**config.mk**
```make
export PLATFORM = sky130hd
export DESIGN_NAME = phase_blend
export DESIGN_NICKNAME = d
export VERILOG_FILES = /design/src/hw/chess_pkg.sv /design/src/hw/eval_pkg.sv /design/src/hw/phase_blend.sv
export VERILOG_INCLUDE_DIRS = /design/src /design/src/hw
export SDC_FILE = /design/constraint.sdc
export NUM_CORES = 1
export LEC_CHECK = 0
export BUFFER_PORTS_ARGS = -buffer_cell sky130_fd_sc_hd__clkbuf_2
export CELL_PAD_IN_SITES_DETAIL_PLACEMENT = 0
export CELL_PAD_IN_SITES_GLOBAL_PLACEMENT = 1
export CORE_UTILIZATION = 45
export DETAILED_ROUTE_END_ITERATION = 10
export GPL_TIMING_DRIVEN = 0
export PLACE_DENSITY_LB_ADDON = 0.1
export SYNTH_ARGS = -nofsm -noshare
export SYNTH_HDL_FRONTEND = slang
export SYNTH_SLANG_ARGS = --single-unit
```
**constraint.sdc**
```tcl
create_clock -name clk -period 12.15 [get_ports clk]
set_clock_uncertainty 0.2 [all_clocks]
set_input_delay 2.43 -clock clk [delete_from_list [all_inputs] [get_ports clk]]
set_output_delay 2.43 -clock clk [all_outputs]
set_load 0.05 [all_outputs]
```
**src/hw/eval_settings.svh**
```systemverilog
`ifndef EVAL_SETTINGS_SVH
`define EVAL_SETTINGS_SVH

// Score widths
`define EVAL_WIDTH 16         // Final blended score
`define SUM_WIDTH 24          // Middlegame and endgame partial sums

// Phase taper
`define PHASE_MAX 62          // Cap on the occupied-square count
`define RECIP_SHIFT 20        // Scale exponent of the reciprocal
`define RECIP_62 16912        // floor(2^20 / 62)

// Latencies in clock cycles
`define BLEND_LATENCY 5       // Depth of the blend pipeline
`define EVAL_LATENCY 2        // Start to done in each evaluator

`endif

```
**src/hw/chess_pkg.sv**
```systemverilog
package chess_pkg;

   // Bit 3 set means a black piece, bits 2:0 give the piece kind
   typedef enum logic [3:0]
   {
      EMPTY    = 4'd0,
      W_PAWN   = 4'd1,
      W_KNIGHT = 4'd2,
      W_BISHOP = 4'd3,
      W_ROOK   = 4'd4,
      W_QUEEN  = 4'd5,
      W_KING   = 4'd6,
      B_PAWN   = 4'd9,
      B_KNIGHT = 4'd10,
      B_BISHOP = 4'd11,
      B_ROOK   = 4'd12,
      B_QUEEN  = 4'd13,
      B_KING   = 4'd14
   } piece_t;

   typedef logic [5:0] square_t;       // Rank * 8 + file

   typedef piece_t [63:0] board_t;     // 256 bits, rank 0 on white's side

   function automatic logic [2:0] rank_of(square_t sq);
      return sq[5:3];
   endfunction

   function automatic logic is_black(piece_t p);
      return p[3];
   endfunction

endpackage

```
**src/hw/eval_pkg.sv**
```systemverilog
`include "eval_settings.svh"

package eval_pkg;

   // One middlegame / endgame pair, used for every partial score
   typedef struct packed
   {
      logic signed [`SUM_WIDTH-1:0] mg;
      logic signed [`SUM_WIDTH-1:0] eg;
   } score_t;

   // Controller sequence
   // S_IDLE       tracks board_in and waits for a board_valid edge
   // S_START      one-cycle start to the evaluators
   // S_WAIT_EVAL  collects the done pulses
   // S_WAIT_BLEND lets the blend pipeline drain
   // S_HOLD       result valid until clear_eval
   typedef enum logic [2:0]
   {
      S_IDLE       = 3'd0,
      S_START      = 3'd1,
      S_WAIT_EVAL  = 3'd2,
      S_WAIT_BLEND = 3'd3,
      S_HOLD       = 3'd4
   } ctrl_state_t;

endpackage

```
**src/hw/phase_blend.sv**
```systemverilog
`timescale 1ns/1ps
`include "eval_settings.svh"

module phase_blend
(
   input  logic                           clk,
   input  chess_pkg::board_t              board,
   input  eval_pkg::score_t               material_score,
   input  eval_pkg::score_t               pawn_score,
   output logic signed [`EVAL_WIDTH-1:0]  eval
);

   localparam int PROD_W  = `SUM_WIDTH + 8;   // Sum times an 8-bit weight
   localparam int TOTAL_W = PROD_W + 1;
   localparam int SCALE_W = TOTAL_W + 17;

   localparam logic signed [7:0]         PHASE_CAP  = `PHASE_MAX;
   localparam logic signed [16:0]        RECIP      = `RECIP_62;
   localparam logic signed [SCALE_W-1:0] TRUNC_BIAS = (1 << `RECIP_SHIFT) - 1;

   logic [6:0]                occupied_cnt;   // 0 to 64
   logic signed [7:0]         phase;
   logic signed [7:0]         phase_s1;
   logic signed [7:0]         eg_weight_s1;
   eval_pkg::score_t          sum_s1;
   logic signed [PROD_W-1:0]  mg_prod_s2;
   logic signed [PROD_W-1:0]  eg_prod_s2;
   logic signed [TOTAL_W-1:0] total_s3;
   logic signed [SCALE_W-1:0] scaled_s4;
   logic signed [SCALE_W-1:0] bias;
   logic signed [SCALE_W-1:0] quotient;

   always_comb
   begin
      occupied_cnt = '0;
      for (int i = 0; i < 64; i++)
         occupied_cnt = occupied_cnt + 7'(board[i] != chess_pkg::EMPTY);
   end

   assign phase = (occupied_cnt > 7'(`PHASE_MAX)) ? PHASE_CAP : $signed({1'b0, occupied_cnt});

   // Negative scaled values round toward zero before the shift
   always_comb
   begin
      if (scaled_s4 < 0)
         bias = TRUNC_BIAS;
      else
         bias = '0;
   end

   assign quotient = (scaled_s4 + bias) >>> `RECIP_SHIFT;

   always_ff @(posedge clk)
   begin
      phase_s1     <= phase;                        // Stage 1
      eg_weight_s1 <= PHASE_CAP - phase;
      sum_s1.mg    <= material_score.mg + pawn_score.mg;
      sum_s1.eg    <= material_score.eg + pawn_score.eg;

      mg_prod_s2 <= sum_s1.mg * phase_s1;           // Stage 2
      eg_prod_s2 <= sum_s1.eg * eg_weight_s1;

      total_s3 <= mg_prod_s2 + eg_prod_s2;          // Stage 3

      scaled_s4 <= total_s3 * RECIP;                // Stage 4, times 2^20 / 62

      eval <= quotient[`EVAL_WIDTH-1:0];            // Stage 5
   end

endmodule

```
Yosys cells after proc, flatten, opt, wreduce, memory -nomap -nowiden. Cells that the tools add are included.

Divide/modulo/power cells: 0. Add/sub/neg operators: 68. Order comparisons: 2. Bitwise operators: 0. Shift operators: 0. Multiplexer cells: 2. Multiply operators: 3. Equality and inequality tests: 0. Reductions and logical operators: 64.

Operators with widths (number): $add A7 B1 Y7 (57); $reduce_bool A4 Y1 (64); $mul A24 B8 Y32 (2); $lt A49 B1 Y1 const B (1); $add A24 B24 Y24 (2); $mul A33 B12 Y45 const B (1); $add A36 B21 Y36 (1); $add A32 B32 Y33 (1); $mux W20 (1); $sub A6 B7 Y8 const A (1); $add A6 B1 Y7 (1); $gt A7 B6 Y1 const B (1); $mux W7 (1); $add A5 B1 Y6 (1); $add A4 B1 Y5 (1); $add A3 B1 Y4 (1); $add A2 B1 Y3 (1); $add A1 B1 Y2 (1).

Memories: 0. Output and inout port bits: 16. RAM bits: 0. Latch bits: 0. Register bits after elaboration: 221. Word-level logic and storage cells: 148. Bits in read-only memories: 0.

Logic depth before layout (Yosys ltp).
Depth in word-level cells: 67. Mapped depth: 28.

Worst setup path after synthesis. No wires, ideal clock.

Path type: input to register. From: in board[45] (netlist bit). To: reg eg_weight_s1[4]. Slack: 2711 ps. Arrival time: 9123 ps. Path buffers: 0. Cell stages on the path: 27. Path through: or4_1 fa_1 inv_1 fa_1 inv_1 fa_1 fa_1 fa_1 fa_1 inv_1 fa_1 fa_1 inv_1 ha_1 inv_1 fa_1 inv_1 a21oi_1 o21bai_1 a21o_1 a21oi_1 nand2_1 a21oi_1 ha_1 nand2_1 nand3_1 nand2_1.

Longest elaborated chain between the ends: 57.

Ends and longest elaborated chain: start: declaration (RTL line phase_blend.sv:7) `input chess_pkg::board_t board,`; $reduce_bool A4 Y1 * (RTL line phase_blend.sv:37) `occupied_cnt = occupied_cnt + 7'(board[i] != chess_pkg::EMPTY);`; $add A7 B1 Y7 * (53 in a row) (RTL line phase_blend.sv:37); $gt A7 B6 Y1 (RTL line phase_blend.sv:40) `` assign phase = (occupied_cnt > 7'(`PHASE_MAX)) ? PHASE_CAP : $signed({1'b0, occupied_cnt}); ``; $mux W7 * (RTL line phase_blend.sv:40); net phase[0] (RTL line phase_blend.sv:22) `logic signed [7:0] phase;`; $sub A6 B7 Y8 * (RTL line phase_blend.sv:56) `eg_weight_s1 <= PHASE_CAP - phase;`; end signal: assignment (RTL line phase_blend.sv:56); end: declaration (RTL line phase_blend.sv:24) `logic signed [7:0] eg_weight_s1;`.

The timed path passes the listed nets; every way through them passes the cells marked *.

Worst setup path in the final report.
From: in board[1] (netlist bit). To: reg eg_weight_s1[4].

Longest elaborated chain between the ends: 67.

Ends and longest elaborated chain (RTL line): $reduce_bool A4 Y1 * (phase_blend.sv:37); $add A1 B1 Y2 * (phase_blend.sv:37); $add A2 B1 Y3 * (phase_blend.sv:37); $add A3 B1 Y4 * (phase_blend.sv:37); $add A4 B1 Y5 * (phase_blend.sv:37); $add A5 B1 Y6 * (phase_blend.sv:37); $add A6 B1 Y7 * (phase_blend.sv:37); $add A7 B1 Y7 * (57 in a row) (phase_blend.sv:37); $gt A7 B6 Y1 (phase_blend.sv:40); $mux W7 * (phase_blend.sv:40); net phase[0] (phase_blend.sv:22); $sub A6 B7 Y8 * (phase_blend.sv:56).

Marks and branches as above.

==> results.toml <==
[floorplanning]
ios = 369
initial_utilization_pct = 45.6
rows = 88
die-area_um2 = 59500
die_height_um = 244
fp.dieW_um = 244
core_um2 = 57700

[layout]
fin_area_um2 = 29900
final_common_cell = "inv_1"
fin_util_pct = 51.9
layout_common_cells = "inv_1 (549), clkbuf_2 (368), fa_1 (361)"
syn_to_final_growth_pct = 13.8
nets = 4300
drive_gt1_share_pct = 13.1

[synthesis]
synth.avg_cell_area_um2 = 9.25
synthArstFlopShare_pct = 0
synth_ff_type = "dfxtp_1"
synth-edff-count = 0
synthTopCellsByArea = "fa_1 (27%), ha_1 (16%), dfxtp_1 (16%), inv_1 (7.8%), and2_1 (5.9%)"
synth_area_um2 = 26300
seq_area_frac_synth_pct = 15.8
synth_top_cell_by_area = "fa_1"
yosysUniqueCellTypes = 69
synthCells = 2847
synth_seq_cells = 208
yosysWarnings = 0
synth_top_area_share_pct = 27.5

[job]
cap_violations = 0

[timing]
worst_slew_pin_slew_ns = 0.889
hold_violations = 0
finalCriticalPeriod_ns = 9.52
rsz0062_at_grt = "false"
slew_headroom_pct = 40.2
fin_crit_sh_pct = 78.4
slew_violations = 0
clock.fmax_mhz = 105
fin_tns_setup_ns = 0
finalSetupViolCount = 0

[routing]
dr_total_vias = 20140
first_iter_violations = 678
via_per_inst = 5.01
drc = 0
ant_nets = 0
totalWireLength_um = 64900
routedWlPerCell_um = 16.1
firstDrtPassIters = 5

[setup_path]
worst-endpoint-arrival_ns = 9.75
endpoint_kind = "flop"
critical_path.most_common_cell = "fa_1"
cp_slowest_cell = "nor4_1"
slowest_delay_ns = 0.67
required_ns = 12.38
r2r_slack_ns = 5.74
worstRegToRegCells = 17
worst_setup_path_start_kind = "input port"
path_class = "input port to flop"
path_max_fanout = 7

[cts]
cts_setup_buffers = 0
cts.htree.levels = 1
cts_sinks = 208
numCtsBuffers = 25
hold_buffers = 0
cts-root-buf = "clkbuf_16"
cts-resized-gates = 0
cts_tree = "yes"
path_clk_slew_ns = 0.06
cts.path.max_buffers = 3
clock_latency_ns = 0.54

[worst_hold_path]
whs_path_depth = 0
worstHoldPathType = "flop to flop"

[global_routing]
track_usage_pct = 22.9
grt_pass1_vias = 21623
grt.overflow.total = 0
grt_max_degree = 17
grt_pass1_wl_um = 109000
antenna_found_initial = 0

[place]
gp_congestion = 0.949
dp_hpwl_um = 56800
placed_area_um2 = 29100
io_buffers = 368

[run_status]
status = "finished clean"
[registers in the layout, indices dropped and copies added (netlist names)]
signal,count
eg_weight_s1,8
scaled_s4,33
mg_prod_s2,32
phase_s1,6
eval,16
eg_prod_s2,32
total_s3,33
sum_s1,48
[path summary, 6_finish.rpt]
path	start	end
worst min register to register	total_s3[3]	scaled_s4[7]
worst min-delay path	total_s3[3]	scaled_s4[7]
worst max-delay path	board[1]	eg_weight_s1[4]
worst max register to register	phase_s1[2]	mg_prod_s2[31]
[area by class of cell]
type,instances,area (µm²)
inverters,549,2060
diodes,1,2.50
well taps,765,957
repair buffers,368,1840
multi-input cells,2056,20000
clock buffers,33,676
fillers,5554,27700
flip-flops and latches,208,4160
clock inverters,7,143
plain buffers,35,131
[through the flow]
step | hold WS [ns] | setup slack [ns] | instances
3_5_place_dp | 0.158 | 1.90 | 3981
5_1_grt | 0.181 | 2.03 | 4021
2_1_floorplan | 0.137 | 2.71 | 2848
3_3_place_gp | 0.156 | 2.01 | 3981
4_1_cts | 0.168 | 2.44 | 4021
6_report | 0.163 | 2.63 | 4022
[critical path, delay by kind of cell]
kind | cells | cell delay [ns]
adders and majority gates | 11 | 4.85
AOI/OAI and AO/OA | 5 | 1.09
buffers and inverters | 6 | 0.39
and+or+nand+nor | 5 | 1.00
[layer usage]
layer,share of wire [%],wire (µm),GRT usage [%]
met5,0,0,0
met4,3.6,2350,7.87
met2,48,31000,40.0
met3,4.0,2570,2.68
met1,45,29000,29.3
[cell usage after synthesis (10+ instances only)]
library cell  count
inv_1           549
fa_1            361
ha_1            343
and2_1          250
dfxtp_1         208
nand2_1         157
xnor2_1         137
a21oi_1         136
nor2_1           88
o21ai_0          71
a21o_1           65
nand2b_1         44
or4_1            40
xor2_1           40
clkbuf_1         35
nor4_1           32
nand3_1          27
o21a_1           27
and3_1           24
o21bai_1         22
nor3_1           21
nor2b_1          17
a211oi_1         13
a31oi_1          10
nand4_1          10
[cells by family (layout without fill, tap and decap cells)]
group	count (synthesis)	count (layout)	share of synthesized area, %
flops	208	208	15.8
other cells	1	3	0.0142
simple gates	731	731	15.1
fa+ha+maj	704	704	43.8
compound gates	440	440	11.0
buf+inv	584	992	8.33
mux	2	2	0.0761
xor+xnor	177	177	5.89
Power is left out: the tool's default activity adds up to more than one toggle a clock period on the data nets, which glitch-free logic cannot reach.
