## config.mk

```make
export PLATFORM = sky130hd
export DESIGN_NAME = pawn_eval
export DESIGN_NICKNAME = d
export VERILOG_FILES = /design/src/hw/chess_pkg.sv /design/src/hw/eval_pkg.sv /design/src/hw/pawn_eval.sv
export VERILOG_INCLUDE_DIRS = /design/src /design/src/hw
export SDC_FILE = /design/constraint.sdc
export NUM_CORES = 1
export LEC_CHECK = 0
export ABC_AREA = 1
export ABC_CLOCK_PERIOD_IN_PS = 6000
export BUFFER_PORTS_ARGS = -buffer_cell sky130_fd_sc_hd__buf_2
export CAP_MARGIN = 20
export CELL_PAD_IN_SITES_DETAIL_PLACEMENT = 0
export CELL_PAD_IN_SITES_GLOBAL_PLACEMENT = 1
export CORE_UTILIZATION = 46
export CTS_CLUSTER_DIAMETER = 150
export DETAILED_ROUTE_END_ITERATION = 10
export HOLD_SLACK_MARGIN = 0.12
export PLACE_DENSITY_LB_ADDON = 0.1
export SLEW_MARGIN = 40
export SYNTH_ARGS = -nofsm -noshare
export SYNTH_HDL_FRONTEND = slang
export SYNTH_SLANG_ARGS = --single-unit
export TNS_END_PERCENT = 50
```

## constraint.sdc

```tcl
create_clock -name clk -period 6 [get_ports clk]
set_input_delay 0.6 -clock clk [delete_from_list [all_inputs] [get_ports clk]]
set_output_delay 0.6 -clock clk [all_outputs]
set_load 0.005 [all_outputs]
```

## src/hw/eval_settings.svh

```systemverilog
`ifndef EVAL_SETTINGS_SVH
`define EVAL_SETTINGS_SVH

// Score widths
`define EVAL_WIDTH 16         // Final blended score
`define SUM_WIDTH 24          // Middlegame and endgame partial sums

// Phase taper
`define PHASE_MAX 62          // Cap on the occupied-square count
`define RECIP_SHIFT 20        // Scale exponent of the reciprocal
`define RECIP_62 16912        // floor(2^20 / 62)

// Latencies in clock cycles
`define BLEND_LATENCY 5       // Depth of the blend pipeline
`define EVAL_LATENCY 2        // Start to done in each evaluator

`endif

```

## src/hw/chess_pkg.sv

```systemverilog
package chess_pkg;

   // Bit 3 set means a black piece, bits 2:0 give the piece kind
   typedef enum logic [3:0]
   {
      EMPTY    = 4'd0,
      W_PAWN   = 4'd1,
      W_KNIGHT = 4'd2,
      W_BISHOP = 4'd3,
      W_ROOK   = 4'd4,
      W_QUEEN  = 4'd5,
      W_KING   = 4'd6,
      B_PAWN   = 4'd9,
      B_KNIGHT = 4'd10,
      B_BISHOP = 4'd11,
      B_ROOK   = 4'd12,
      B_QUEEN  = 4'd13,
      B_KING   = 4'd14
   } piece_t;

   typedef logic [5:0] square_t;       // Rank * 8 + file

   typedef piece_t [63:0] board_t;     // 256 bits, rank 0 on white's side

   function automatic logic [2:0] rank_of(square_t sq);
      return sq[5:3];
   endfunction

   function automatic logic is_black(piece_t p);
      return p[3];
   endfunction

endpackage

```

## src/hw/eval_pkg.sv

```systemverilog
`include "eval_settings.svh"

package eval_pkg;

   // One middlegame / endgame pair, used for every partial score
   typedef struct packed
   {
      logic signed [`SUM_WIDTH-1:0] mg;
      logic signed [`SUM_WIDTH-1:0] eg;
   } score_t;

   // Controller sequence
   // S_IDLE       tracks board_in and waits for a board_valid edge
   // S_START      one-cycle start to the evaluators
   // S_WAIT_EVAL  collects the done pulses
   // S_WAIT_BLEND lets the blend pipeline drain
   // S_HOLD       result valid until clear_eval
   typedef enum logic [2:0]
   {
      S_IDLE       = 3'd0,
      S_START      = 3'd1,
      S_WAIT_EVAL  = 3'd2,
      S_WAIT_BLEND = 3'd3,
      S_HOLD       = 3'd4
   } ctrl_state_t;

endpackage

```

## src/hw/pawn_eval.sv

```systemverilog
`timescale 1ns/1ps
`include "eval_settings.svh"

module pawn_eval
(
   input  logic                clk,
   input  logic                reset,
   input  logic                start,
   input  chess_pkg::board_t   board,
   output eval_pkg::score_t    score,
   output logic                done
);

   localparam logic signed [`SUM_WIDTH-1:0] MG_STEP  = 4;   // Per rank of advancement
   localparam logic signed [`SUM_WIDTH-1:0] EG_STEP  = 8;
   localparam logic signed [`SUM_WIDTH-1:0] STEP_ONE = 1;

   eval_pkg::score_t rank_comb [8];
   eval_pkg::score_t rank_sum [8];    // Stage one
   eval_pkg::score_t total;
   logic             start_d;

   function automatic eval_pkg::score_t pawn_bonus(chess_pkg::piece_t p, logic [2:0] rank);
      eval_pkg::score_t             v;
      logic [2:0]                   adv_rank;
      logic signed [`SUM_WIDTH-1:0] steps;
      v        = '0;
      adv_rank = chess_pkg::is_black(p) ? 3'd7 - rank : rank;   // Mirror for black
      steps    = $signed({{(`SUM_WIDTH - 3){1'b0}}, adv_rank}) - STEP_ONE;
      if (p == chess_pkg::W_PAWN)
      begin
         v.mg = steps * MG_STEP;
         v.eg = steps * EG_STEP;
      end
      else if (p == chess_pkg::B_PAWN)
      begin
         v.mg = -(steps * MG_STEP);
         v.eg = -(steps * EG_STEP);
      end
      return v;
   endfunction

   always_comb
   begin
      eval_pkg::score_t   v;
      chess_pkg::square_t sq;
      for (int r = 0; r < 8; r++)
         rank_comb[r] = '0;
      for (int i = 0; i < 64; i++)
      begin
         sq = chess_pkg::square_t'(i);
         v  = pawn_bonus(board[sq], chess_pkg::rank_of(sq));
         rank_comb[chess_pkg::rank_of(sq)].mg += v.mg;
         rank_comb[chess_pkg::rank_of(sq)].eg += v.eg;
      end
   end

   always_comb
   begin
      total = '0;
      for (int r = 0; r < 8; r++)
      begin
         total.mg += rank_sum[r].mg;
         total.eg += rank_sum[r].eg;
      end
   end

   always_ff @(posedge clk)
   begin
      if (start)
         rank_sum <= rank_comb;
      if (start_d)
         score <= total;
   end

   always_ff @(posedge clk)
   begin
      if (reset)
      begin
         start_d <= 1'b0;
         done    <= 1'b0;
      end
      else
      begin
         start_d <= start;
         done    <= start_d;
      end
   end

endmodule

```

# Word level (Yosys, flattened, before mapping)
# Index checks and enable logic that the tools add are counted.
[classes]
mux = 192
n_addsub = 318
eq_ne = 128
[op_table]
columns = ["cell", "count"]
rows = [
  ["$mux W48", 128],
  ["$add A24 B24 Y24", 126],
  ["$neg A6 Y24", 64],
  ["$neg A7 Y24", 64],
  ["$eq A4 B1 Y1 const B", 64],
  ["$eq A4 B4 Y1 const B", 64],
  ["$sub A3 B1 Y4 const B", 64],
  ["$mux W3", 64],
]
[totals]
register_bits = 434
input_bits = 259
output_inout_bits = 49
wordCells = 658

# Longest topological paths before layout
# Gate-level depths: netlist of run 1.
[depth]
depth_word = 12
depth_mapped = 22
mapped_depth_nobuf = 22

# Least setup slack after synthesis of run 1
# No wires, ideal clock.
[synth_timing]
path_type = "input to register"
from = "input board[173] (netlist bit)"
to = "register rank_sum[107] (netlist bit), data pin"
required_time_ns = 5.731
setup_ns = 0.269
arrival_ns = 4.914
path_slack_ns = 0.817
path_stages = 17
n_path_buf = 0
cell_sequence = "nor3b_1 > nand2_1 > fa_1 > fa_1 > inv_1 > fa_1 > inv_1 > fa_1 > inv_1 > ha_1 > nand2_1 > nor2_1 > a211oi_1 > nor2_1 > o21ai_0 > nand2_1 > fa_1"
[synth_lines]
columns = ["element", "line", "rtl"]
rows = [
  ["from (decl)", "pawn_eval.sv:9", "input chess_pkg::board_t board,"],
  ["to (signal assigned)", "pawn_eval.sv:71", "rank_sum <= rank_comb;"],
  ["to (decl)", "pawn_eval.sv:19", "eval_pkg::score_t rank_sum [8];"],
]

==> flow_summary.yaml, run 1 <==
routing:
  drt_wl_total_um: 41930
  ant_nets: 0
  wl_per_cell_um: 14.74
  avgViaCountPerCell: 4.546
  drc: 1
  dr.pass1.iters: 8
  drt_iter0_drc: 598
  vias: 12930
floorplanning:
  die_w_um: 210.6
  row_count: 76
  die_area_um2: 44340
  die_h_um: 210.6
  initial_core_util: 0.4656
  coreArea_um2: 42980
  io_pins: 308
sta:
  max_freq_ghz: 0.1969
  min_period_over_period: 0.8463
  rsz0062_at_grt: "false"
  worstMarginPinSlew_ps: 772.9
  relSlewSlack: 0.4847
  setup_violations: 0
  final.setup.tns_ps: 0
  fin_crit_ps: 5078
  finalMaxSlewViolations: 0
  hold_violations: 0
  fin_skew_ps: 8.080
cts:
  ctsRootBufferMaster: "clkbuf_16"
  hold_buffers: 0
  post_cts_resized: 0
  clk_pin_slew_ps: 70
  cts_buffer_depth: 2
  cts_tree: "yes"
  clkSinkCount: 196
  clk_latency_ps: 460
  cts_setup_buffers: 0
  cts_made_buffers: 17
  cts_max_level: 4
yosys:
  synth_commonest_cells: "inv_1 (594), fa_1 (363), edfxtp_1 (194), nand2_1 (193), nor2_1 (103)"
  synth_top_cell_area_share: 0.3631
  ys.flop_type: "edfxtp_1"
  netlist_instances: 1904
  yosysMostFrequentCell: "inv_1"
  synth_edf_count: 194
  async_flop_share: 0
  avgSynthCellArea_um2: 10.51
  netlist_area_um2: 20010
  ys_ff_latch: 196
  yosysWarnings: 0
  seq_area_frac_synth: 0.2931
  ys_types: 46
  yosys-top-cells-area: "fa_1 (36%), edfxtp_1 (29%), inv_1 (11%)"
  yosys.area.top_type: "fa_1"
status:
  violations: "design-rule violations"
  outcome: "finished, violations left"
placement:
  dp_hpwl_um: 36970
  port_buffers: 302
  routabilityCongestion: 0.8678
critical_path:
  critPathMaxStageDelay_ps: 570
  path_delay_family: "adder cells"
  cp.arrival_ps: 5280
  critPathSlowestCell: "fa_1"
  path_common_cell: "fa_1"
  required_ps: 6200
  path_max_fanout: 4
  timing.critical_path.to_type: "register"
  critPathLaunchType: "input pin"
  r2r-start: "rank_sum[197]"
  crit_buf_inv: 5
  cp-endpoint: "rank_sum[109]"
  critPathKind: "input pin to register"
  rr_endpoint: "score[21]"
  rr_worst_depth: 15
  crit_chain: "buf_2 -> or3b_2 -> fa_1 -> inv_1 -> fa_1 -> fa_1 -> inv_1 -> fa_1 -> inv_1 -> ha_1 -> inv_1 -> fa_1 -> nor2_1 -> a211oi_1 -> nor2_1 -> o21ai_0 -> nand2_1 -> fa_1"
  crit_start: "board[161]"
  regToRegSetupSlack_ps: 1540
  cp_num_cells: 18
global_route:
  grt_pass1_vias: 13870
  antenna_found_initial: 0
  grt_use_total: 0.2083
  grt_pass1_wl_um: 69960
  grt_max_degree: 78
  grt_overflow: 0
cells_and_area:
  layout.nets: 2960
  area_growth_pct: 14.05
  drive_gt1_frac: 0.1682
  antennaDiodeCount: 0
worst_hold_path:
  hp-class: "input pin to register"
job:
  cap_violations: 0
==> final cells by class <==
type                       instances  area, µm²
timing repair buffer             313       1600
fill                            3974      20160
clock inverter                    14      117.6
multi-input combinational       1121      11840
sequential                       196       5866
clock buffer                      18      429.2
tap                              585      732.0
inverter                         597       2241
==> per-stage QoR <==
step | cell area [µm²] | utilization | cells | hold slack, ps | setup slack (ps)
final | 22820 | 0.5310 | 2844 | 307.2 | 922.3
after global routing | 22820 | 0.5310 | 2844 | 303.8 | 689.5
after CTS | 22820 | 0.5310 | 2844 | 292.4 | 929.8
after detailed placement | 22280 | 0.5183 | 2812 | 668.8 | 472.9
after global placement | 22280 | 0.5183 | 2812 | 672.5 | 511.8
after floorplan | 20170 | - | 1945 | 635.3 | 817.0
==> layout by cell type, fill, tap and decap left out, drive strengths merged, types with 13 or more instances in the layout <==
cell / Yosys / layout
inv: 597 / 605
o21ai: 47 / 47
fa: 363 / 363
clkbuf: 0 / 18
ha: 92 / 92
nor2: 107 / 107
nand2: 200 / 200
edfxtp: 194 / 194
nand4: 13 / 13
nor3: 27 / 27
nand3: 48 / 48
buf: 31 / 313
a21oi: 47 / 47
xor2: 48 / 48
conb: 2 / 43
nor3b: 17 / 17
==> metal layers <==
metal | GRT usage | wire [µm] | part of all wire
met5 | 0 | 0 | 0
met4 | 0.05197 | 670 | 0.016
met3 | 0.02384 | 1356 | 0.032
met2 | 0.3764 | 22030 | 0.53
met1 | 0.2662 | 17870 | 0.43
==> how the worst min path moves through the flow <==
| stage | from | end | slack (ps) | cells past startpoint |
|---|---|---|---|---|
| 3_5_place_dp | start_d | done | 670 | 2 |
| 3_3_place_gp | start_d | done | 670 | 2 |
| 2_1_floorplan | rank_sum[339] | score[3] | 640 | 2 |
| 4_1_cts | reset | done | 290 | 2 |
| 6_report | reset | done | 310 | 2 |
| 5_1_grt | reset | start_d | 300 | 2 |
==> cells by family (layout without fill, tap and decap cells) <==
| group | Yosys count | count (layout) | synth area share |
|---|---|---|---|
| xor gates and xnor gates | 58 | 58 | 0.02538 |
| and+or+nand+nor | 457 | 457 | 0.1055 |
| other | 2 | 43 | 0.0003753 |
| DFF | 196 | 196 | 0.2931 |
| adders and majority gates | 455 | 455 | 0.4207 |
| buffers and inverters | 628 | 942 | 0.1230 |
| AOI/OAI and AO/OA | 108 | 108 | 0.03195 |
==> flip-flops by register name, summed over array words and instances, names as in the netlist <==
| signal | flops |
|---|---|
| rank_sum | 172 |
| score | 22 |
| done | 1 |
| start_d | 1 |
Power of run 1 is left out: the tool's default activity adds up to more than one toggle a clock period on the data nets, which glitch-free logic cannot reach.
==> inputs of run 2 (changes only) <==
--- a/config.mk
+++ b/config.mk
@@ -7,7 +7,7 @@
 export NUM_CORES = 1
 export LEC_CHECK = 0
 export ABC_AREA = 1
-export ABC_CLOCK_PERIOD_IN_PS = 6000
+export ABC_CLOCK_PERIOD_IN_PS = 4800
 export BUFFER_PORTS_ARGS = -buffer_cell sky130_fd_sc_hd__buf_2
 export CAP_MARGIN = 20
 export CELL_PAD_IN_SITES_DETAIL_PLACEMENT = 0
==> constraint.sdc (replaced) <==
create_clock -name clk -period 4.8 [get_ports clk]
set_input_delay 0.48 -clock clk [delete_from_list [all_inputs] [get_ports clk]]
set_output_delay 0.48 -clock clk [all_outputs]
set_load 0.005 [all_outputs]
==> run 2 against run 1 <==
Against the previous run:
- the run now ends clean
- first-iteration DRC count shrank 9.0%
- via count increased by 2.9%
- final area rose by 4.2%
- final cell count grew 3.4%
- sequential share of layout area down 1.0 points
==> flow_summary.yaml, run 2 (synthesized netlist as in run 1, its figures left out) <==
critical_path:
  path_max_fanout: 3
  critPathKind: "input pin to register"
  critPathLaunchType: "input pin"
  r2r-start: "rank_sum[196]"
  regToRegSetupSlack_ps: 360
  crit_start: "board[64]"
  rr_endpoint: "score[19]"
  timing.critical_path.to_type: "register"
  cp-endpoint: "rank_sum[253]"
  required_ps: 4990
  cp.arrival_ps: 4810
  rr_worst_depth: 15
cells_and_area:
  largest_reg_flops: 172
  regArea_um2: 5866
  multi_input_area_um2: 11980
  layout_commonest_cell: "inv_1"
  antennaDiodeCount: 0
  drive_gt1_frac: 0.2147
  fin_area_um2: 23770
  num-fill-cells: 3932
  final_cell_mix: "inv_1 (594), fa_1 (357), buf_2 (301)"
  instances_no_fill: 2942
  regMostFlops: "rank_sum"
  reg.largest.list: "rank_sum x172, score x22"
  layout.nets: 3058
  area_growth_pct: 18.79
sta:
  worstMarginPinSlew_ps: 591.5
  worst_slack_ps: 182.8
  rsz0062_at_grt: "false"
  hold_violations: 0
  fin_crit_ps: 4617
  finalMaxSlewViolations: 0
  relSlewSlack: 0.6020
  fin_skew_ps: 13.22
  hold_ws_ps: 205.0
  setup_violations: 0
  min_period_over_period: 0.9619
  max_freq_ghz: 0.2166
floorplanning:
  io_pins: 308
  coreArea_um2: 42980
  die_area_um2: 44340
  initial_core_util: 0.4656
  row_count: 76
  die_h_um: 210.6
  die_w_um: 210.6
routing:
  drt_wl_total_um: 42410
  wl_per_cell_um: 14.41
  drc: 0
  vias: 13310
  avgViaCountPerCell: 4.524
  dr.pass1.iters: 5
  ant_nets: 0
  drt_iter0_drc: 544
global_route:
  grt_use_total: 0.2078
  grt_overflow: 0
  grt_pass1_vias: 14280
  grt_pass1_wl_um: 70020
  grt_max_degree: 113
  antenna_found_initial: 0
cts:
  cts_max_level: 4
  clk_pin_slew_ps: 80
  ctsRootBufferMaster: "clkbuf_16"
  clk_latency_ps: 450
  cts_buffer_depth: 2
  cts_tree: "yes"
  clkSinkCount: 196
  cts_made_buffers: 17
placement:
  dp_hpwl_um: 37740
  dp.cells: 2908
  routabilityCongestion: 0.8870
  port_buffers: 302
  place_area_um2: 23130
  dp_slack_ps: -311.1
job:
  cap_violations: 0
status:
  outcome: "finished, final reports clean"
worst_hold_path:
  hp-class: "input pin to register"
==> run 2: metal layers <==
layer	vias to the layer above	global-route usage	routed length, µm
met2	278	0.3812	22390
met4	0	0.04148	546
met3	25	0.02324	1363
met1	6465	0.2651	18110
li1	6543	-	-
met5	-	0	0
==> run 2: final cells by class <==
| class | instances | share of cell area |
|---|---|---|
| clock buffers | 18 | 0.01805 |
| clock inverters | 14 | 0.006842 |
| inverters | 597 | 0.09426 |
| multi-input cells | 1121 | 0.5041 |
| flip-flops and latches | 196 | 0.2467 |
| well taps | 585 | 0.03079 |
| repair buffers | 411 | 0.09926 |
==> run 2: timing repair <==
item | 4_1_cts | 5_1_grt
buffers inserted | 0 | 1
gates resized for setup | 0 | 4
setup endpoints to repair | 0 | 4
hold buffers | 0 | 0
==> run 2: worst max-delay path, stage by stage <==
cell and delay, ps:
buf_2 90, inv_1 60, nor3_2 30, inv_1 110, nor2_2 70, nor2_4 130, inv_1 80, fa_1 550
inv_1 70, fa_1 500, fa_1 540, inv_1 50, fa_1 530, inv_1 40, ha_1 220, fa_2 350
nand3_1 90, nand2_1 90, a21oi_2 180, o21ai_0 120, fa_1 430
==> run 2: how the worst min path moves through the flow <==
| stage | slack (ps) | cells after the start | startpoint | endpoint |
|---|---|---|---|---|
| 6_report | 210 | 2 | reset | done |
| 5_1_grt | 200 | 2 | reset | start_d |
| 4_1_cts | 190 | 2 | reset | done |
| 3_5_place_dp | 520 | 2 | start_d | done |
| 3_3_place_gp | 520 | 2 | start_d | done |
| 2_1_floorplan | 550 | 1 | reset | start_d |
==> run 2: through the flow <==
step           setup TNS [ps]    util
3_3_place_gp            -2887  0.5380
3_5_place_dp            -4491  0.5380
4_1_cts                     0  0.5518
6_report                    0  0.5531
2_1_floorplan          -26.81       -
5_1_grt                     0  0.5531
Power of run 2 is left out for the same reason.
