==> src/hw/eval_settings.svh <==
`ifndef EVAL_SETTINGS_SVH
`define EVAL_SETTINGS_SVH

// Score widths
`define EVAL_WIDTH 16         // Final blended score
`define SUM_WIDTH 24          // Middlegame and endgame partial sums

// Phase taper
`define PHASE_MAX 62          // Cap on the occupied-square count
`define RECIP_SHIFT 20        // Scale exponent of the reciprocal
`define RECIP_62 16912        // floor(2^20 / 62)

// Latencies in clock cycles
`define BLEND_LATENCY 5       // Depth of the blend pipeline
`define EVAL_LATENCY 2        // Start to done in each evaluator

`endif

==> src/hw/chess_pkg.sv <==
package chess_pkg;

   // Bit 3 set means a black piece, bits 2:0 give the piece kind
   typedef enum logic [3:0]
   {
      EMPTY    = 4'd0,
      W_PAWN   = 4'd1,
      W_KNIGHT = 4'd2,
      W_BISHOP = 4'd3,
      W_ROOK   = 4'd4,
      W_QUEEN  = 4'd5,
      W_KING   = 4'd6,
      B_PAWN   = 4'd9,
      B_KNIGHT = 4'd10,
      B_BISHOP = 4'd11,
      B_ROOK   = 4'd12,
      B_QUEEN  = 4'd13,
      B_KING   = 4'd14
   } piece_t;

   typedef logic [5:0] square_t;       // Rank * 8 + file

   typedef piece_t [63:0] board_t;     // 256 bits, rank 0 on white's side

   function automatic logic [2:0] rank_of(square_t sq);
      return sq[5:3];
   endfunction

   function automatic logic is_black(piece_t p);
      return p[3];
   endfunction

endpackage

==> src/hw/eval_pkg.sv <==
`include "eval_settings.svh"

package eval_pkg;

   // One middlegame / endgame pair, used for every partial score
   typedef struct packed
   {
      logic signed [`SUM_WIDTH-1:0] mg;
      logic signed [`SUM_WIDTH-1:0] eg;
   } score_t;

   // Controller sequence
   // S_IDLE       tracks board_in and waits for a board_valid edge
   // S_START      one-cycle start to the evaluators
   // S_WAIT_EVAL  collects the done pulses
   // S_WAIT_BLEND lets the blend pipeline drain
   // S_HOLD       result valid until clear_eval
   typedef enum logic [2:0]
   {
      S_IDLE       = 3'd0,
      S_START      = 3'd1,
      S_WAIT_EVAL  = 3'd2,
      S_WAIT_BLEND = 3'd3,
      S_HOLD       = 3'd4
   } ctrl_state_t;

endpackage

==> src/hw/eval_control.sv <==
`timescale 1ns/1ps
`include "eval_settings.svh"

module eval_control
(
   input  logic                clk,
   input  logic                reset,
   input  logic                board_valid,
   input  chess_pkg::board_t   board_in,
   input  logic                clear_eval,
   input  logic                material_done,
   input  logic                pawn_done,
   output chess_pkg::board_t   board,
   output logic                start,
   output logic                eval_valid
);

   localparam int CNT_W = $clog2(`BLEND_LATENCY + 1);
   localparam logic [CNT_W-1:0] BLEND_LAST = CNT_W'(`BLEND_LATENCY - 1);

   eval_pkg::ctrl_state_t state;
   logic                  board_valid_r;     // For the rising edge
   logic                  material_seen;
   logic                  pawn_seen;
   logic [CNT_W-1:0]      blend_cnt;

   assign start      = (state == eval_pkg::S_START);
   assign eval_valid = (state == eval_pkg::S_HOLD);

   // Board follows the input while idle and is frozen afterwards
   always_ff @(posedge clk)
   begin
      if (state == eval_pkg::S_IDLE)
         board <= board_in;
   end

   always_ff @(posedge clk)
   begin
      if (reset)
      begin
         state         <= eval_pkg::S_IDLE;
         board_valid_r <= 1'b0;
         material_seen <= 1'b0;
         pawn_seen     <= 1'b0;
         blend_cnt     <= '0;
      end
      else
      begin
         board_valid_r <= board_valid;
         case (state)
            eval_pkg::S_IDLE:
            begin
               material_seen <= 1'b0;
               pawn_seen     <= 1'b0;
               blend_cnt     <= '0;
               if (board_valid && !board_valid_r)
                  state <= eval_pkg::S_START;
            end
            eval_pkg::S_START:
               state <= eval_pkg::S_WAIT_EVAL;
            eval_pkg::S_WAIT_EVAL:
            begin
               material_seen <= material_seen | material_done;   // Done pulses are one cycle
               pawn_seen     <= pawn_seen | pawn_done;
               if (material_seen && pawn_seen)
                  state <= eval_pkg::S_WAIT_BLEND;
            end
            eval_pkg::S_WAIT_BLEND:
            begin
               blend_cnt <= blend_cnt + 1'b1;
               if (blend_cnt == BLEND_LAST)
                  state <= eval_pkg::S_HOLD;
            end
            eval_pkg::S_HOLD:
               if (clear_eval)
                  state <= eval_pkg::S_IDLE;
            default:
               state <= eval_pkg::S_IDLE;
         endcase
      end
   end

endmodule

==> config.mk <==
export PLATFORM = sky130hd
export DESIGN_NAME = eval_control
export DESIGN_NICKNAME = d
export VERILOG_FILES = /design/src/hw/chess_pkg.sv /design/src/hw/eval_pkg.sv /design/src/hw/eval_control.sv
export VERILOG_INCLUDE_DIRS = /design/src /design/src/hw
export SDC_FILE = /design/constraint.sdc
export NUM_CORES = 1
export LEC_CHECK = 0
export BUFFER_PORTS_ARGS = -buffer_cell sky130_fd_sc_hd__buf_2
export CORE_AREA = 2 2 200 202
export DETAILED_ROUTE_END_ITERATION = 10
export DIE_AREA = 0 0 202 204
export MAX_ROUTING_LAYER = met4
export PLACE_DENSITY = 0.52
export REMOVE_ABC_BUFFERS = 1
export SKIP_CTS_REPAIR_TIMING = 1
export SLEW_MARGIN = 15
export SYNTH_ARGS = -nofsm -noshare
export SYNTH_HDL_FRONTEND = slang
export SYNTH_SLANG_ARGS = --single-unit
==> constraint.sdc <==
create_clock -name clk -period 20.1 [get_ports clk]
set_clock_uncertainty 0.15 [all_clocks]
set_input_delay 3.015 -clock clk [delete_from_list [all_inputs] [get_ports clk]]
set_output_delay 3.015 -clock clk [all_outputs]
set_load 0.01 [all_outputs]
# After elaboration in Yosys (flattened, before gate mapping)
# Index checks and enable logic that the tools add are counted.
# word_totals
ff_bits	265
inputBits	262
out_inout_bits	258
# op_classes
addsub	1
n_eq_ne	9
mux	8
n_bitwise	2
n_reduce_logical	7
# ops
op	count
one-hot mux 3 bit (5 select lines)	1
two-way mux 3 bit	4
== test 3 x 2 -> 1 bit (second input constant)	2
== test 3 bit (second input constant)	2
!= test 2 bit (second input constant)	3
one-hot mux 3 bit (2 select lines)	1
one-hot mux 1 bit (2 select lines)	2
AND reduction 4 bit	1
nonzero test 2 bit	2
adder 3 x 1 -> 3 bit (second input constant)	1
== test 3 x 1 -> 1 bit (second input constant)	1
zero test 3 bit	1
logical AND 1 bit	2
!= test 2 x 1 -> 1 bit (second input constant)	1
bitwise OR 1 bit	2
zero test 1 bit	1

# Longest topological paths before layout
# Gate-level depths: netlist of run 1.
# logic_depth
ltp_word	4
depth_mapped	5
depth_no_buf	5

# Worst setup path after synthesis of run 1
# Ideal clock, no wire load.
# synth_path
path_kind	flip-flop to flip-flop
startpoint	register state[0]
endpoint	register board[0] (netlist bit), enable pin
setup_time_ns	1.192
arrival_ns	17.787
setup_slack_ns	0.971
stages_incl_launch_ff	2
n_path_buf	0
synth_period_minus_slack_ns	19.129
path_cell_list	dfxtp_1 -> nor3_1
# synth_via
elab_chain_cells	1
# synth_lines
item	line_no	text
start: declaration	eval_control.sv:21	eval_pkg::ctrl_state_t state;
start signal: assignment	eval_control.sv:41	state <= eval_pkg::S_IDLE;
start signal: assignment	eval_control.sv:57	state <= eval_pkg::S_START;
start signal: assignment	eval_control.sv:60	state <= eval_pkg::S_WAIT_EVAL;
zero test 3 bit	eval_control.sv:33	if (state == eval_pkg::S_IDLE)
end signal: assignment	eval_control.sv:34	board <= board_in;
end: declaration	eval_control.sv:13	output chess_pkg::board_t board,
# Every way passes these cells.
# A chain may end at the register's enable or synchronous reset.

# Worst setup path after layout of run 1
# layout_path
startpoint	register state[2]
endpoint	output port eval_valid
# layout_via
elab_chain_cells	1
# layout_lines
item	line_no	text
== test 3 bit	eval_control.sv:28	assign eval_valid = (state == eval_pkg::S_HOLD);
end: declaration	eval_control.sv:15	output logic eval_valid
# Every way passes these cells.

==> impl_metrics.tcl, run 1 <==
set metrics [dict create \
    ys_types 26 \
    first_pass_iters 4 \
    synth_seq_area_share_pct 96.4 \
    layout.nets 1123 \
    post_drt_wl_per_cell_um 16.7 \
    start_util_pct 20.8 \
    cp_data_arrival_time_ns 1.63 \
    fin_ws_ns 15.30 \
    rows 73 \
    root_buffer "clkbuf_16" \
    antenna_found_initial 8 \
    cts_buffers 29 \
    worst_pin_slew_ns 0.923 \
    viasPerCell 3.62 \
    seqPwrFrac_pct 49.7 \
    vdd_ir_drop_max_v 0.0000676 \
    final_cells 1414 \
    worstSkewPairLatency_ns 0.55 \
    tns_ns 0 \
    final.period_utilization_pct 23.9 \
    layout-drive-gt1-share_pct 64.3 \
    drt_iter0_markers 256 \
    fp.dieH_um 204 \
    p_total_w 0.00139 \
    grt_setup_unrepaired "false" \
    dieWidth_um 202 \
    final_common_cell "buf_2" \
    yosysWarnings 0 \
    critPathCaptureType "output pin" \
    io_pins 520 \
    synthesis.instances 310 \
    areaGrowthSynthToFinish_pct 52.6 \
    switchingPower_w 0.000307 \
    path_clk_slew_ns 0.06 \
    core_area_um2 39200 \
    grt_pass1_wl_um 32800 \
    grt_pass1_vias 5307 \
    rrSetupSlack_ns 17.23 \
    setup_violations 0 \
    fin_crit_ns 4.80 \
    place_inst 1353 \
    wirelength_um 23600 \
    max_freq_mhz 209 \
    leakage_nw 5.31 \
    multi_input_area_um2 260 \
    tritoncts "built" \
    layout_common_cells "buf_2 (519), edfxtp_1 (256), clkbuf_16 (29), dfxtp_1 (9)" \
    cp_data_required_time_ns 16.94 \
    ctsHtreeMaxLevel 1 \
    syn_area_um2 8160 \
    grt_max_degree 132 \
    status "completed" \
    start_kind "flop" \
    synth_seq_cells 265 \
    ant_nets 0 \
    vias 5124 \
    drv_cap 0 \
    hold-worst-slack_ns 0.359 \
    regArea_um2 7870 \
    sw_frac_of_total_pct 22.1 \
    grt_overflow 0 \
    pwr-share-clk_pct 40.5 \
    synth.avg_cell_area_um2 26.3 \
    cts.path.max_buffers 3 \
    path_class "reg2out" \
    die_area_um2 41200 \
    hpwl_um 18300 \
    grt_usage_pct 11.0 \
    power.internal_w 0.00108 \
    power_frac_comb_pct 9.9 \
    slew_headroom_pct 38.5 \
    port_buffers 519 \
    drcViolationCount 0 \
    slew_viol_final 0 \
    cp_max_fo 12 \
    powerDensity_nw_per_um2 111 \
    clock_sinks 265 \
    fill_cells 3879 \
    globalplace.congestion 0.773 \
    final-hold-violation-count 0 \
    dp_slack_ns 15.88 \
    holdCritPathClass "reg2reg" \
]
## registers in the layout (all words and copies together), names as in the netlist
name	count
blend_cnt	3
board	256
board_valid_r	1
material_seen	1
pawn_seen	1
state	3
## power groups by stage
stage                     Sequential [W]  Combinational, W  Clock [W]
after floorplan                 0.000763         0.0000187          0
after global placement          0.000700          0.000141          0
after detailed placement        0.000701          0.000141          0
after CTS                       0.000690          0.000141   0.000579
after global routing            0.000695          0.000148   0.000601
final                           0.000690          0.000137   0.000562
## kinds of logic after synthesis
group                    synth area share [%]
AO/OA/AOI/OAI                            1.21
adder cells (fa/ha/maj)                 0.307
flip-flops                               96.4
buffers and inverters                   0.475
AND/OR/NAND/NOR                          1.61
## final timing paths
| kind | start | to | cells after the start |
|---|---|---|---|
| worst max-delay path | state[2] | eval_valid | 3 |
| worst min-delay path | material_seen | material_seen | 2 |
| worst max register to register | state[0] | board[234] | 3 |
| worst min register to register | material_seen | material_seen | 2 |
## final cells by class
| cell class | count | area share (%) |
|---|---|---|
| sequential | 265 | 63.2 |
| antenna | 9 | 0.181 |
| inverter | 3 | 0.0904 |
| tap | 525 | 5.27 |
| timing repair buffer | 522 | 21.1 |
| multi-input combinational | 38 | 2.09 |
| clock inverter | 16 | 2.03 |
| clock buffer | 36 | 6.04 |
## per-stage QoR
step           area (um2)  util (%)
2_1_floorplan        8130         -
3_3_place_gp        11400      29.2
3_5_place_dp        11400      29.2
4_1_cts             12400      31.7
5_1_grt             12500      31.8
6_report            12500      31.8
## worst max-delay path, cell delays in order, from the launching register on
cell and delay, ns:
dfxtp_1 0.58, inv_1 0.13, nor3_1 0.20, buf_2 0.16
## synthesized netlist by cell type
library cell	number	area (um2)
buf_2	1	5.00
ha_1	2	25.0
a211oi_2	1	12.5
a2111oi_2	1	15.0
and2b_1	1	7.51
a21oi_1	4	20.0
nand3b_1	1	7.51
buf_6	1	11.3
nor2_1	3	11.3
nor4b_1	2	17.5
nor3b_1	2	15.0
nand3_1	1	5.00
inv_1	3	11.3
edfxtp_1	256	7690
nand2_1	1	3.75
and4bb_2	1	12.5
clkbuf_1	1	3.75
a31oi_1	3	18.8
o21ai_0	5	25.0
dfxtp_1	9	180
nor3_1	4	20.0
buf_4	1	7.51
nor2b_1	3	18.8
and3_1	1	6.26
nand4_1	1	6.26
a21boi_0	1	7.51
## metal layers
layer	global-route usage (%)	vias up	share of wire (%)
met5	-	-	0
met4	2.55	0	2.1
met3	4.51	31	11
met2	18.1	309	49
met1	12.4	2425	38
li1	-	2359	-
(Power assumes the default switching activity.)
==> inputs of run 2 (changes only) <==
==> constraint.sdc (replaced) <==
create_clock -name clk -period 3.85 [get_ports clk]
set_clock_uncertainty 0.15 [all_clocks]
set_input_delay 0.5775 -clock clk [delete_from_list [all_inputs] [get_ports clk]]
set_output_delay 0.5775 -clock clk [all_outputs]
set_load 0.01 [all_outputs]
==> run 2 against run 1 <==
Effect of this change:
- register-to-register slack lost 16 ns
- final cell count rose by 0.50%
- setup slack lost 14 ns
==> impl_metrics.tcl, run 2 (same netlist as run 1, synthesis figures left out) <==
set metrics [dict create \
    seqPwrFrac_pct 51.6 \
    powerDensity_nw_per_um2 561 \
    p_total_w 0.00697 \
    grt_pass1_wl_um 32700 \
    sw_frac_of_total_pct 23.4 \
    start_util_pct 20.8 \
    grt_pass1_vias 5264 \
    cts.path.max_buffers 3 \
    slew_viol_final 0 \
    worstSkewPairLatency_ns 0.55 \
    final_cells 1421 \
    grt_overflow 0 \
    globalplace.congestion 0.773 \
    fp.dieH_um 204 \
    grt_max_degree 82 \
    cp_max_fo 12 \
    port_buffers 519 \
    areaGrowthSynthToFinish_pct 52.2 \
    wirelength_um 23700 \
    grt_usage_pct 11.0 \
    pwr-share-clk_pct 37.9 \
    regMostFlops "board" \
    fin_crit_ns 2.39 \
    hold_path_depth 1 \
    place_inst 1354 \
    cts_buffers 30 \
    grt_setup_unrepaired "false" \
    tns_ns 0 \
    ctsHtreeMaxLevel 1 \
    max_freq_mhz 418 \
    switchingPower_w 0.00163 \
    dp_slack_ns 1.65 \
    dieWidth_um 202 \
    final_common_cell "buf_2" \
    root_buffer "clkbuf_16" \
    fin_ws_ns 1.46 \
    ant_nets 0 \
    first_pass_iters 4 \
    drcViolationCount 0 \
    setup_violations 0 \
    antenna_found_initial 12 \
    drt_iter0_markers 200 \
    die_area_um2 41200 \
    final.period_utilization_pct 62.1 \
    slew_headroom_pct 56.0 \
    final-hold-violation-count 0 \
    worst_r2r_path_depth 2 \
    critPathCaptureType "output pin" \
    layout-drive-gt1-share_pct 64.3 \
    start_kind "flop" \
    worst_pin_slew_ns 0.657 \
    layout.nets 1128 \
    viasPerCell 3.66 \
    layout_common_cells "buf_2 (519), edfxtp_1 (256), clkbuf_16 (31), dfxtp_1 (9)" \
    leakage_nw 5.29 \
    vdd_ir_drop_max_v 0.000340 \
    largest_register_ffs 256 \
    reg.largest.list "board: 256 flops, blend_cnt: 3 flops, state: 3 flops" \
    core_area_um2 39200 \
    clock_sinks 265 \
    path_clk_slew_ns 0.06 \
    cp_data_required_time_ns 3.12 \
    io_pins 520 \
    power_frac_comb_pct 10.5 \
    post_drt_wl_per_cell_um 16.7 \
    path_class "reg2out" \
    cp_data_arrival_time_ns 1.66 \
    rows 73 \
    holdCritPathClass "in2reg" \
    vias 5203 \
    tritoncts "built" \
    status "completed" \
    power.internal_w 0.00534 \
    drv_cap 0 \
    hpwl_um 18200 \
    hold-worst-slack_ns 0.0426 \
]
==> run 2: cell types whose count changed in the layout (fill, tap and decap cells not counted), sizes merged <==
cell	change
inv	+1
buf	+1
bufinv	-6
clkinvlp	+1
dlygate4sd3	+3
diode	+2
clkinv	+3
clkbuf	+2
==> run 2: per-layer routing <==
layer,GRT usage [%],up-vias,wire length [um]
li1,-,2377,-
met3,4.78,40,2610
met5,-,-,0
met4,2.78,0,565
met2,18.1,326,11500
met1,12.2,2460,9080
==> run 2: worst paths after layout <==
path	end	startpoint	slack (ns)
setup reg to reg	board[197]	state[0]	1.66
hold / removal	board[242]	board_in[242]	0.04
hold reg to reg	state[0]	pawn_seen	0.35
setup / recovery	eval_valid	state[2]	1.46
==> run 2: power by group through the flow <==
stage	combinational [W]	sequential [W]	clock, W
after detailed placement	0.000746	0.00366	0
after CTS	0.000747	0.00360	0.00277
after global placement	0.000743	0.00366	0
after global routing	0.000787	0.00362	0.00286
after floorplan	0.0000976	0.00398	0
final	0.000731	0.00360	0.00264
==> run 2: through the flow <==
stage,util (%),cell area [um2]
final,31.7,12400
after global routing,31.7,12400
after CTS,31.6,12400
after detailed placement,29.2,11500
after global placement,29.2,11500
after floorplan,-,8130
==> run 2: area by class of cell <==
type	count	area [um2]
antenna	11	27.5
clock buffer	38	802
clock inverter	15	105
fill	3896	26800
inverter	3	11.3
multi-input combinational	38	260
sequential	265	7870
tap	525	657
timing repair buffer	526	2700
==> run 2: worst max-delay path: stages, from the launching register on <==
cell     delay [ns]
dfxtp_1        0.58
inv_1          0.14
nor3_1         0.22
buf_2          0.17
==> inputs of run 3 (changes only) <==
--- a/config.mk
+++ b/config.mk
@@ -7,11 +7,11 @@
 export NUM_CORES = 1
 export LEC_CHECK = 0
 export BUFFER_PORTS_ARGS = -buffer_cell sky130_fd_sc_hd__buf_2
-export CORE_AREA = 2 2 200 202
+export CORE_AREA = 2 2 202 204
 export DETAILED_ROUTE_END_ITERATION = 10
-export DIE_AREA = 0 0 202 204
+export DIE_AREA = 0 0 204 206
 export MAX_ROUTING_LAYER = met4
-export PLACE_DENSITY = 0.52
+export PLACE_DENSITY = 0.5
 export REMOVE_ABC_BUFFERS = 1
 export SKIP_CTS_REPAIR_TIMING = 1
 export SLEW_MARGIN = 15
==> constraint.sdc (replaced) <==
create_clock -name clk -period 2.4 [get_ports clk]
set_clock_uncertainty 0.15 [all_clocks]
set_input_delay 0.36 -clock clk [delete_from_list [all_inputs] [get_ports clk]]
set_output_delay 0.36 -clock clk [all_outputs]
set_load 0.01 [all_outputs]
==> run 3 against run 2 <==
Effect of this change:
- global-route usage shrank 0.39 points
- die area grew 2.0%
- total power grew 64%
- non-clock buffer count grew 261
- count of clock-buffer cells in the layout shrank 7
- utilization grew 5.6 points
- worst hold slack lost 0.010 ns
- first-iteration DRC count grew 42%
- routed wire length grew 13%
- sequential cell count is the same
- setup slack lost 1.3 ns
- clock power grew 57%
- highest routed layer unchanged
==> impl_metrics.tcl, run 3 (same netlist as run 1, synthesis figures left out) <==
set metrics [dict create \
    fp.dieH_um 206 \
    setup_violations 0 \
    critPathCaptureType "flop" \
    grt_overflow 0 \
    fill_cells 3814 \
    drt_iter0_markers 283 \
    vias 6189 \
    placed_area_um2 11500 \
    slew_headroom_pct 58.7 \
    start_kind "flop" \
    layout.nets 1388 \
    rows 74 \
    p_total_w 0.0115 \
    reg.largest.list "board: 256 flops, blend_cnt: 3 flops, state: 3 flops" \
    grt_max_degree 101 \
    cp_max_fo 28 \
    die_area_um2 42000 \
    hold-worst-slack_ns 0.0321 \
    design_area_um2 15000 \
    drcViolationCount 0 \
    fin_crit_ns 2.21 \
    worstSkewPairLatency_ns 0.57 \
    holdCritPathClass "in2reg" \
    dieWidth_um 204 \
    largest_register_ffs 256 \
    vdd_ir_drop_max_v 0.000461 \
    cp_data_required_time_ns 2.71 \
    path_class "reg2reg" \
    path_clk_slew_ns 0.06 \
    leakage_nw 6.36 \
    tritoncts "built" \
    tns_ns 0 \
    post_drt_wl_per_cell_um 15.9 \
    regMostFlops "board" \
    root_buffer "clkbuf_16" \
    cts.path.max_buffers 3 \
    clock_sinks 265 \
    hpwl_um 18500 \
    antenna_found_initial 4 \
    io_pins 520 \
    layout_common_cells "buf_2 (519), dlygate4sd3_1 (262), edfxtp_1 (256), clkbuf_16 (29), clkinv_1 (10)" \
    max_freq_mhz 452 \
    ctsHtreeMaxLevel 1 \
    final-hold-violation-count 0 \
    cp_data_arrival_time_ns 2.52 \
    ant_nets 0 \
    port_buffers 519 \
    fin_util_pct 37.3 \
    viasPerCell 3.68 \
    drv_cap 0 \
    layout-drive-gt1-share_pct 49.7 \
    first_pass_iters 4 \
    core_area_um2 40200 \
    grt_pass1_wl_um 32100 \
    status "completed" \
    slew_viol_final 0 \
    grt_pass1_vias 5154 \
    worst_pin_slew_ns 0.619 \
    powerDensity_nw_per_um2 764 \
    final_common_cell "buf_2" \
    cts_buffers 29 \
    globalplace.congestion 0.780 \
    wirelength_um 26800 \
    start_util_pct 20.3 \
    areaGrowthSynthToFinish_pct 83.8 \
    grt_usage_pct 10.6 \
    grt_setup_unrepaired "false" \
    final.period_utilization_pct 92.2 \
]
[run 3: cell type report]
type	instances	area, um2	area share (%)
Inverter	3	11.3	0.0751
Multi-Input combinational cell	38	260	1.74
Sequential cell	265	7870	52.5
Timing Repair Buffer	787	5300	35.4
Clock buffer	31	733	4.89
Clock inverter	22	148	0.984
Antenna cell	4	10.0	0.0667
Tap cell	532	666	4.44
[run 3: final timing paths]
check | startpoint | endpoint | slack (ns) | depth (start not counted)
worst max-delay path | state[2] | material_seen | 0.19 | 5
worst max register to register | state[2] | material_seen | 0.19 | 5
worst min register to register | pawn_seen | state[0] | 0.37 | 2
worst min-delay path | clear_eval | state[2] | 0.03 | 4
[run 3: through the flow]
step / worst slack [ns] / std cells
3_3_place_gp: 0.564 / 1363
6_report: 0.187 / 1682
4_1_cts: 0.163 / 1416
2_1_floorplan: -16.85 / 306
3_5_place_dp: 0.570 / 1363
5_1_grt: 0.0718 / 1682
[run 3: where the power goes]
group	switching, W	internal [W]	leakage (nW)
logic	0.000802	0.000748	3.26
clock network	0.00183	0.00231	0.419
registers	0.000124	0.00565	2.68
total	0.00275	0.00871	6.36
[run 3: worst max-delay path, stage by stage, from the launching register on]
cell and delay, ns:
dfxtp_1 0.43, nor3_2 0.33, buf_4 0.21, buf_4 0.34
nor3_1 0.09, dlygate4sd3_1 0.56
[run 3: metal layers]
| layer | part of all wire [%] | routed length [um] | track usage, % | vias to the layer above |
|---|---|---|---|---|
| met5 | 0 | 0 | - | - |
| met4 | 2.6 | 703 | 4.11 | 0 |
| met3 | 6.8 | 1830 | 2.70 | 42 |
| met2 | 50 | 13500 | 17.2 | 277 |
| met1 | 40 | 10800 | 12.7 | 2987 |
| li1 | - | - | - | 2883 |
